$ cat config.mk
export PLATFORM = sky130hd
export DESIGN_NAME = lcd_io_top
export DESIGN_NICKNAME = d
export VERILOG_FILES = /design/src/common/video_pkg.sv /design/src/common/cpu_bus_if.sv /design/src/source/bus_decode.sv /design/src/video_regs/video_regs.sv /design/src/video_regs/line_counter.sv /design/src/source/lcd_io_top.sv
export SDC_FILE = /design/constraint.sdc
export NUM_CORES = 1
export LEC_CHECK = 0
export BUFFER_PORTS_ARGS = -buffer_cell sky130_fd_sc_hd__buf_2
export CORE_UTILIZATION = 57
export CTS_BUF_LIST = sky130_fd_sc_hd__clkbuf_4 sky130_fd_sc_hd__clkbuf_8
export CTS_CLUSTER_SIZE = 28
export DETAILED_ROUTE_END_ITERATION = 10
export PLACE_DENSITY = 0.82
export SKIP_LAST_GASP = 1
export SYNTH_ARGS = -nofsm -noshare
export SYNTH_HDL_FRONTEND = slang
export SYNTH_HIERARCHICAL = 1
export SYNTH_SLANG_ARGS = --single-unit
export TNS_END_PERCENT = 50
$ cat constraint.sdc
create_clock -name clk -period 2.8 [get_ports clk]
set_input_delay 0.28 -clock clk [delete_from_list [all_inputs] [get_ports clk]]
set_output_delay 0.28 -clock clk [all_outputs]
set_load 0.005 [all_outputs]
$ cat src/common/video_pkg.sv
package video_pkg;

	// **************************************************
	// register data and addresses
	// **************************************************

	typedef logic [7:0] reg_byte_t;	// one cpu-visible register

	// low address byte, high byte is always ff
	typedef enum logic [7:0] {
		addr_lcdc = 8'h40,
		addr_scy  = 8'h42,
		addr_scx  = 8'h43,
		addr_ly   = 8'h44,
		addr_lyc  = 8'h45,
		addr_wy   = 8'h4A,
		addr_wx   = 8'h4B
	} reg_addr_e;

	// one select bit per register, same order as reg_addr_e
	typedef struct packed {
		logic lcdc;
		logic scy;
		logic scx;
		logic ly;
		logic lyc;
		logic wy;
		logic wx;
	} reg_sel_t;

	localparam reg_byte_t UNMAPPED_DATA = 8'hFF;	// open bus value

	// **************************************************
	// lcdc
	// **************************************************

	localparam int        LCDC_ENABLE_BIT = 7;
	localparam reg_byte_t LCDC_RESET      = 8'h91;	// display on, bg on, tile data 8000

	// **************************************************
	// scan timing
	// **************************************************

	localparam int DOTS_PER_LINE   = 456;
	localparam int LINES_PER_FRAME = 154;	// 144 visible + 10 vblank

	localparam int DOT_W = $clog2(DOTS_PER_LINE);
	typedef logic [DOT_W-1:0] dot_cnt_t;

endpackage

$ cat src/common/cpu_bus_if.sv
`timescale 1ns/1ps

// decoded register access, decoder side to register file side
interface cpu_bus_if;
	import video_pkg::*;

	reg_sel_t  sel;		// one-hot, or all zero when unmapped
	logic      wr;
	logic      rd;
	reg_byte_t wdata;
	reg_byte_t rdata;	// combinational from the register file

	modport decoder (
		output sel,
		output wr,
		output rd,
		output wdata,
		input  rdata
	);

	modport regs (
		input  sel,
		input  wr,
		input  rd,
		input  wdata,
		output rdata
	);

endinterface

$ cat src/source/bus_decode.sv
`timescale 1ns/1ps

module bus_decode (
	input  logic                  clk,
	input  logic                  rst,
	input  video_pkg::reg_addr_e  addr,
	input  logic                  rd,
	input  logic                  wr,
	input  video_pkg::reg_byte_t  wdata,
	output video_pkg::reg_byte_t  rdata,
	cpu_bus_if.decoder            bus
);
	import video_pkg::*;

	reg_sel_t sel;
	logic     hit;

	// **************************************************
	// address match
	// **************************************************

	always_comb begin
		sel = '0;
		case (addr)
			addr_lcdc: sel.lcdc = 1'b1;
			addr_scy:  sel.scy  = 1'b1;
			addr_scx:  sel.scx  = 1'b1;
			addr_ly:   sel.ly   = 1'b1;
			addr_lyc:  sel.lyc  = 1'b1;
			addr_wy:   sel.wy   = 1'b1;
			addr_wx:   sel.wx   = 1'b1;
			default:   sel = '0;	// nothing in this block answers
		endcase
	end

	assign hit = |sel;

	// strobes and data go straight to the register file
	assign bus.sel   = sel;
	assign bus.wr    = wr;
	assign bus.rd    = rd;
	assign bus.wdata = wdata;

	// **************************************************
	// read data register
	// **************************************************

	// holds until the next rd strobe
	always_ff @(posedge clk) begin
		if (rst) begin
			rdata <= '0;
		end else if (rd) begin
			if (hit)
				rdata <= bus.rdata;
			else
				rdata <= UNMAPPED_DATA;
		end
	end

endmodule

$ cat src/video_regs/video_regs.sv
`timescale 1ns/1ps

module video_regs (
	input  logic                  clk,
	input  logic                  rst,
	cpu_bus_if.regs               bus,
	input  video_pkg::reg_byte_t  ly,
	output video_pkg::reg_byte_t  lcdc,
	output video_pkg::reg_byte_t  scy,
	output video_pkg::reg_byte_t  scx,
	output video_pkg::reg_byte_t  lyc,
	output video_pkg::reg_byte_t  wy,
	output video_pkg::reg_byte_t  wx
);
	import video_pkg::*;

	logic      wr_lcdc;
	logic      wr_scy;
	logic      wr_scx;
	logic      wr_lyc;
	logic      wr_wy;
	logic      wr_wx;
	reg_byte_t rd_mux;

	// **************************************************
	// write enables
	// **************************************************

	assign wr_lcdc = bus.wr && bus.sel.lcdc;
	assign wr_scy  = bus.wr && bus.sel.scy;
	assign wr_scx  = bus.wr && bus.sel.scx;
	assign wr_lyc  = bus.wr && bus.sel.lyc;
	assign wr_wy   = bus.wr && bus.sel.wy;
	assign wr_wx   = bus.wr && bus.sel.wx;
	// sel.ly has no write enable, ly belongs to the line counter

	// **************************************************
	// storage
	// **************************************************

	always_ff @(posedge clk) begin
		if (rst) begin
			lcdc <= LCDC_RESET;
		end else if (wr_lcdc) begin
			lcdc <= bus.wdata;
		end
	end

	// scroll position
	always_ff @(posedge clk) begin
		if (rst) begin
			scy <= '0;
			scx <= '0;
		end else begin
			if (wr_scy)
				scy <= bus.wdata;
			if (wr_scx)
				scx <= bus.wdata;
		end
	end

	always_ff @(posedge clk) begin
		if (rst) begin
			lyc <= '0;
		end else if (wr_lyc) begin
			lyc <= bus.wdata;	// compare value for the line counter
		end
	end

	// window position
	always_ff @(posedge clk) begin
		if (rst) begin
			wy <= '0;
			wx <= '0;
		end else begin
			if (wr_wy)
				wy <= bus.wdata;
			if (wr_wx)
				wx <= bus.wdata;
		end
	end

	// **************************************************
	// read mux
	// **************************************************

	// and-or over the one-hot select, zero when nothing is selected
	always_comb begin
		rd_mux = ({8{bus.sel.lcdc}} & lcdc)
		       | ({8{bus.sel.scy}}  & scy)
		       | ({8{bus.sel.scx}}  & scx)
		       | ({8{bus.sel.ly}}   & ly)
		       | ({8{bus.sel.lyc}}  & lyc)
		       | ({8{bus.sel.wy}}   & wy)
		       | ({8{bus.sel.wx}}   & wx);
	end

	assign bus.rdata = bus.rd ? rd_mux : '0;	// only drive data during a read

endmodule

$ cat src/video_regs/line_counter.sv
`timescale 1ns/1ps

module line_counter (
	input  logic                  clk,
	input  logic                  rst,
	input  logic                  lcd_on,
	input  video_pkg::reg_byte_t  lyc,
	output video_pkg::reg_byte_t  ly,
	output logic                  lyc_match_pulse
);
	import video_pkg::*;

	dot_cnt_t dot;
	logic     line_end;
	logic     frame_end;
	logic     ly_stepped;	// ly took a new value on the last edge

	assign line_end  = (dot == dot_cnt_t'(DOTS_PER_LINE - 1));
	assign frame_end = (ly == reg_byte_t'(LINES_PER_FRAME - 1));

	// **************************************************
	// dot and line counters
	// **************************************************

	always_ff @(posedge clk) begin
		if (rst) begin
			dot <= '0;
		end else if (!lcd_on) begin
			dot <= '0;	// held while the display is off
		end else if (line_end) begin
			dot <= '0;
		end else begin
			dot <= dot + 1'b1;
		end
	end

	always_ff @(posedge clk) begin
		if (rst) begin
			ly         <= '0;
			ly_stepped <= 1'b0;
		end else if (!lcd_on) begin
			ly         <= '0;
			ly_stepped <= 1'b0;
		end else begin
			ly_stepped <= line_end;
			if (line_end) begin
				if (frame_end)
					ly <= '0;	// back to the top after vblank
				else
					ly <= ly + 1'b1;
			end
		end
	end

	// **************************************************
	// coincidence
	// **************************************************

	// compared one cycle after the step, so a lyc write alone never fires
	always_ff @(posedge clk) begin
		if (rst) begin
			lyc_match_pulse <= 1'b0;
		end else begin
			lyc_match_pulse <= lcd_on && ly_stepped && (ly == lyc);
		end
	end

endmodule

$ cat src/source/lcd_io_top.sv
`timescale 1ns/1ps

module lcd_io_top (
	input  logic                  clk,
	input  logic                  rst,

	// cpu side
	input  logic [7:0]            addr,
	input  logic                  rd,
	input  logic                  wr,
	input  video_pkg::reg_byte_t  wdata,
	output video_pkg::reg_byte_t  rdata,

	// to the video core
	output video_pkg::reg_byte_t  lcdc,
	output video_pkg::reg_byte_t  scy,
	output video_pkg::reg_byte_t  scx,
	output video_pkg::reg_byte_t  wy,
	output video_pkg::reg_byte_t  wx,
	output video_pkg::reg_byte_t  ly,
	output logic                  lyc_irq
);
	import video_pkg::*;

	reg_byte_t lyc;
	logic      lcd_on;

	cpu_bus_if u_bus ();

	assign lcd_on = lcdc[LCDC_ENABLE_BIT];

	bus_decode u_bus_decode (
		.clk   (clk),
		.rst   (rst),
		.addr  (reg_addr_e'(addr)),	// unmapped codes fall to the default
		.rd    (rd),
		.wr    (wr),
		.wdata (wdata),
		.rdata (rdata),
		.bus   (u_bus.decoder)
	);

	video_regs u_video_regs (
		.clk  (clk),
		.rst  (rst),
		.bus  (u_bus.regs),
		.ly   (ly),
		.lcdc (lcdc),
		.scy  (scy),
		.scx  (scx),
		.lyc  (lyc),
		.wy   (wy),
		.wx   (wx)
	);

	line_counter u_line_counter (
		.clk             (clk),
		.rst             (rst),
		.lcd_on          (lcd_on),
		.lyc             (lyc),
		.ly              (ly),
		.lyc_match_pulse (lyc_irq)
	);

endmodule

---- Word level (Yosys, flattened, before mapping) ----
Index checks and enable logic that the tools add are counted.
operators by class
  add/subtract/negate cells ............... 2
  eq/ne operators ......................... 10
  muxes and demuxes ....................... 9
  bitwise logic cells ..................... 14
  reductions and logical operators ........ 11
operators by type and width
  kind                                                                    count
  8-bit AND                                                               7
  8-bit by 7-bit equality test with 1-bit output (second input constant)  7
  8-bit OR                                                                6
  8-bit two-way mux                                                       2
  9-bit by 1-bit adder with 9-bit output (second input constant)          1
  9-bit equality test (second input constant)                             1
  8-bit by 1-bit adder with 8-bit output (second input constant)          1
  8-bit equality test                                                     1
  8-bit equality test (second input constant)                             1
  1-bit logical AND                                                       8
  1-bit two-way mux                                                       7
  7-bit OR reduction                                                      1
  3-bit OR reduction                                                      1
  2-bit OR reduction                                                      1
  1-bit NOT                                                               1
storage, ports and cells
  register bits ........................... 75
  input port bits ......................... 20
  output and inout port bits .............. 57

---- Logic depth before layout (Yosys ltp) ----
  depth in word-level cells ............... 10
  depth in mapped cells ................... 9

---- Hierarchy ----
The synthesis kept the hierarchy.
modules (own cells, without submodules)
  module        times used  cells each  area each (um^2)
  video_regs    1           251         2333.5
  line_counter  1           106         945.9
  bus_decode    1           61          501.7

---- Worst setup path before layout ----
Ideal clock, no wire load.
  kind .................................... input port to flip-flop
  start point ............................. input addr[5]
  end point ............................... register u_bus_decode.rdata[7]
  arrival time ............................ 2313 ps
  path slack .............................. 401 ps
  stages on the path ...................... 9
  buffers on the path ..................... 2
  cells stage by stage .................... or4b_4 > buf_6 > or2_4 > nor3_1 > buf_2 > a22oi_1 > a31oi_1 > nor3b_1 > a211oi_1
RTL lines
  what                  line              source
  start, declared       lcd_io_top.sv:8   input logic [7:0] addr,
  end signal, assigned  bus_decode.sv:54  rdata <= bus.rdata;
  end, declared         bus_decode.sv:10  output video_pkg::reg_byte_t rdata,

==> impl_table.tex <==
\begin{tabular}{lr}
\hline
Metric & Value \\
\hline
\multicolumn{2}{l}{\textbf{Outcome}} \\
\quad Status & completed \\
\multicolumn{2}{l}{\textbf{Floorplan}} \\
\quad Count of boundary I/O pins & 77 \\
\quad Overall die width & 83.4 um \\
\quad Die boundary height & 83.4 um \\
\quad Total number of placement rows & 29 \\
\quad Die footprint & 0.00696 mm2 \\
\quad Initial Util & 0.592 \\
\quad Placeable core region & 0.00639 mm2 \\
\multicolumn{2}{l}{\textbf{Routing}} \\
\quad Drt initial violations & 431 \\
\quad Routed WL per cell & 17.9 um \\
\quad Routed wire length & 9900 um \\
\quad Post-route ant nets & 0 \\
\quad Routed vias & 3439 \\
\quad Detailed-route DRC error count & 0 \\
\quad Mean number of vias per cell & 6.21 \\
\quad Number of iterations in the first detailed-routing pass & 5 \\
\multicolumn{2}{l}{\textbf{Timing}} \\
\quad Final critical-path share of the clock period & 0.803 \\
\quad Setup Total Neg Slack & 0 ns \\
\quad Count of endpoints failing setup in the final report & 0 \\
\quad Maximum clock frequency & 0.445 GHz \\
\quad Measured slew at the worst slew-check pin & 0.461 ns \\
\quad Max-Slew Margin vs Limit & 0.692 \\
\quad Worst hold slack after final layout & 0.237 ns \\
\quad RSZ-0062 raised after global routing & false \\
\quad Min setup slack post-route & 0.552 ns \\
\quad Setup clock skew after layout & 0.00922 ns \\
\quad Final hold viol count & 0 \\
\quad Post-layout min period & 2.25 ns \\
\quad Number of pins exceeding their max-slew limit in the final report & 0 \\
\multicolumn{2}{l}{\textbf{Yosys}} \\
\quad Sequential cell area fraction in the yosys report & 0.397 \\
\quad Post-synthesis register bit count & 75 \\
\quad Async S/R FF share, synth & 0 \\
\quad Post-Synthesis Net Count & 441 \\
\quad Post-synth cell types & 39 \\
\quad Post-synth top flop & sky130\_fd\_sc\_hd\_\_dfxtp\_1 \\
\quad Count of flip-flops with a built-in enable after synthesis & 0 \\
\quad Post-Syn Area & 0.00378 mm2 \\
\quad Gate count after technology mapping & 418 \\
\quad Yosys warnings & 6 \\
\quad Syn avg cell area & 9.05 um2 \\
\multicolumn{2}{l}{\textbf{Power and ir drop}} \\
\quad Total leakage power & 1.64 nW \\
\quad Areal power density over the cells & 481 mW/mm2 \\
\quad Worst VDD drop & 367 uV \\
\multicolumn{2}{l}{\textbf{Cells and area}} \\
\quad Final Instance Count excl. Fillers & 554 \\
\quad Most frequent cells in the layout & sky130\_fd\_sc\_hd\_\_buf\_2, sky130\_fd\_sc\_hd\_\_dfxtp\_1, sky130\_fd\_sc\_hd\_\_nand3\_1 \\
\quad Antenna fix cells & 0 \\
\quad Area delta synth->final & 13.8\% \\
\quad Number of nets in the finished design & 496 \\
\quad Final core utilization & 0.674 \\
\quad Commonest non-fill, non-tap cell in the layout & sky130\_fd\_sc\_hd\_\_buf\_2 \\
\quad Proportion of layout cells with a drive suffix above 1 & 0.298 \\
\multicolumn{2}{l}{\textbf{Setup path}} \\
\quad Sort of element at the start of the critical path & input port \\
\quad Arrival time of the worst setup path & 2.50 ns \\
\quad Worst reg2reg endpoint & u\_line\_counter/ly[2] \\
\quad Reg2reg start & u\_line\_counter/dot[0] \\
\quad Data required time of the worst path & 3.06 ns \\
\quad Endpoint of the most critical setup path & u\_bus\_decode/rdata[5] \\
\quad Slack of the worst reg-to-reg path & 0.86 ns \\
\quad Worst setup EP type & flop \\
\quad Critical path class & in -> reg \\
\quad Worst R2R Path Depth & 5 \\
\quad Cell type of the slowest stage on the worst timing path & sky130\_fd\_sc\_hd\_\_or4b\_4 \\
\quad Critical path peak fanout & 24 \\
\quad Sequence of cells on the critical path & buf\_2 > or4b\_4 > or3\_1 > nor2\_1 > buf\_4 > a222oi\_1 > a31oi\_1 > nor3b\_1 > a211oi\_1 \\
\quad Critical path's largest stage delay & 0.62 ns \\
\quad Worst setup path startpoint & addr[5] \\
\multicolumn{2}{l}{\textbf{GRT}} \\
\quad Global-route wire length before repair & 15700 um \\
\quad Total routing usage reported by global routing & 0.285 \\
\quad Number of global-route vias before repair & 3044 \\
\quad Maximum number of pins on one net before global-route repair & 39 \\
\quad Leftover overflow at the end of global routing & 0 \\
\quad Initial antenna violation count & 0 \\
\multicolumn{2}{l}{\textbf{Clock network}} \\
\quad Post-CTS setup buffer count & 0 \\
\quad Clock tree from TritonCTS & yes \\
\quad Insertion delay of the later-clocked pin in the worst-skew pair & 0.36 ns \\
\quad Root Driver & sky130\_fd\_sc\_hd\_\_clkbuf\_8 \\
\quad Gates resized, CTS repair & 0 \\
\quad Max Root-Sink Buffers & 2 \\
\quad Clock Sinks & 75 \\
\quad \# hold bufs at CTS & 0 \\
\quad Htree depth & 3 \\
\quad Clock-pin slew on the worst setup and hold paths & 0.08 ns \\
\quad TritonCTS buffer count & 9 \\
\multicolumn{2}{l}{\textbf{Placement}} \\
\quad Routability cong. & 0.856 \\
\quad Post-Place Setup Slack & 0.306 ns \\
\quad Placed wire-length estimate after detailed placement & 6490 um \\
\quad Port Buffers & 76 \\
\quad DP Cell Count & 539 \\
\multicolumn{2}{l}{\textbf{Hold path}} \\
\quad Worst hold path depth & 3 \\
\quad Hold Path Class & in -> reg \\
\multicolumn{2}{l}{\textbf{Run}} \\
\quad Number of max-cap violations & 0 \\
\hline
\end{tabular}
-- synthesized netlist by cell type (all sizes together) (4+ instances only) --
| library cell | number | share of area |
|---|---|---|
| dfxtp | 75 | 0.40 |
| nand3 | 54 | 0.071 |
| a21oi | 47 | 0.062 |
| a21bo | 45 | 0.12 |
| buf | 39 | 0.070 |
| nor2 | 30 | 0.030 |
| xnor2 | 19 | 0.044 |
| a22oi | 16 | 0.032 |
| a211oi | 8 | 0.016 |
| a222oi | 8 | 0.021 |
| a31oi | 8 | 0.013 |
| nor3 | 8 | 0.011 |
| nor3b | 8 | 0.016 |
| clkbuf | 6 | 0.0060 |
| nand2 | 6 | 0.0060 |
| and3 | 5 | 0.0083 |
| inv | 4 | 0.0040 |
| nand4 | 4 | 0.0066 |
-- power by group --
group	switching, mW	internal, mW
clock	0.405	0.454
sequential	0.00979	1.08
combinational	0.0852	0.0383
-- flip-flops by register name, summed over array words and instances, names as in the netlist --
| signal | flops |
|---|---|
| u_video_regs/wx | 8 |
| u_line_counter/dot | 9 |
| u_video_regs/scy | 8 |
| u_bus_decode/rdata | 8 |
| u_line_counter/ly_stepped | 1 |
| u_video_regs/wy | 8 |
| u_line_counter/ly | 8 |
| u_video_regs/scx | 8 |
| u_video_regs/lyc | 8 |
| u_line_counter/lyc_match_pulse | 1 |
| u_video_regs/lcdc | 8 |
-- cell families (layout without fill, tap and decap cells) --
group | after synthesis | after routing | synth area share
AOI/OAI and AO/OA | 137 | 137 | 0.277
and+or+nand+nor | 133 | 133 | 0.188
DFF | 75 | 75 | 0.397
buffers and inverters | 49 | 108 | 0.0797
xor gates and xnor gates | 21 | 21 | 0.0486
adders and majority gates | 3 | 3 | 0.00993
-- how the worst min path moves through the flow --
stage / start / slack [ns] / to
2_1_floorplan: u_line_counter/ly_stepped / 0.41 / u_line_counter/lyc_match_pulse
3_3_place_gp: u_line_counter/ly_stepped / 0.45 / u_line_counter/lyc_match_pulse
3_5_place_dp: u_line_counter/ly_stepped / 0.45 / u_line_counter/lyc_match_pulse
4_1_cts: wdata[5] / 0.23 / u_video_regs/lyc[5]
5_1_grt: wdata[5] / 0.23 / u_video_regs/lyc[5]
6_report: wdata[5] / 0.24 / u_video_regs/lyc[5]
-- final cells by class --
cell class	count	area (um2)
Sequential cell	75	1500
Inverter	4	15.0
Timing Repair Buffer	89	490
Multi-Input combinational cell	294	2000
Tap cell	77	96.3
Fill cell	516	2080
Clock buffer	11	151
Clock inverter	4	50.0
-- worst max-delay path, delay by kind of cell --
family | cells | cell delay, ns
buf+inv | 2 | 0.39
compound gates | 3 | 0.63
simple gates | 4 | 1.21
-- layer usage --
| layer | global-route usage | vias to the layer above | wire [um] |
|---|---|---|---|
| li1 | - | 1628 | - |
| met1 | 0.414 | 1634 | 4510 |
| met2 | 0.396 | 155 | 4450 |
| met3 | 0.0626 | 22 | 669 |
| met4 | 0.142 | 0 | 277 |
| met5 | 0 | - | 0 |
-- per-stage QoR --
stage	area (um2)	power, mW
floorplan	3780	1.20
global placement	4100	1.23
detailed placement	4100	1.23
CTS	4300	2.07
global route	4300	2.14
finish	4300	2.07
Power figures use the tool's default switching activity.
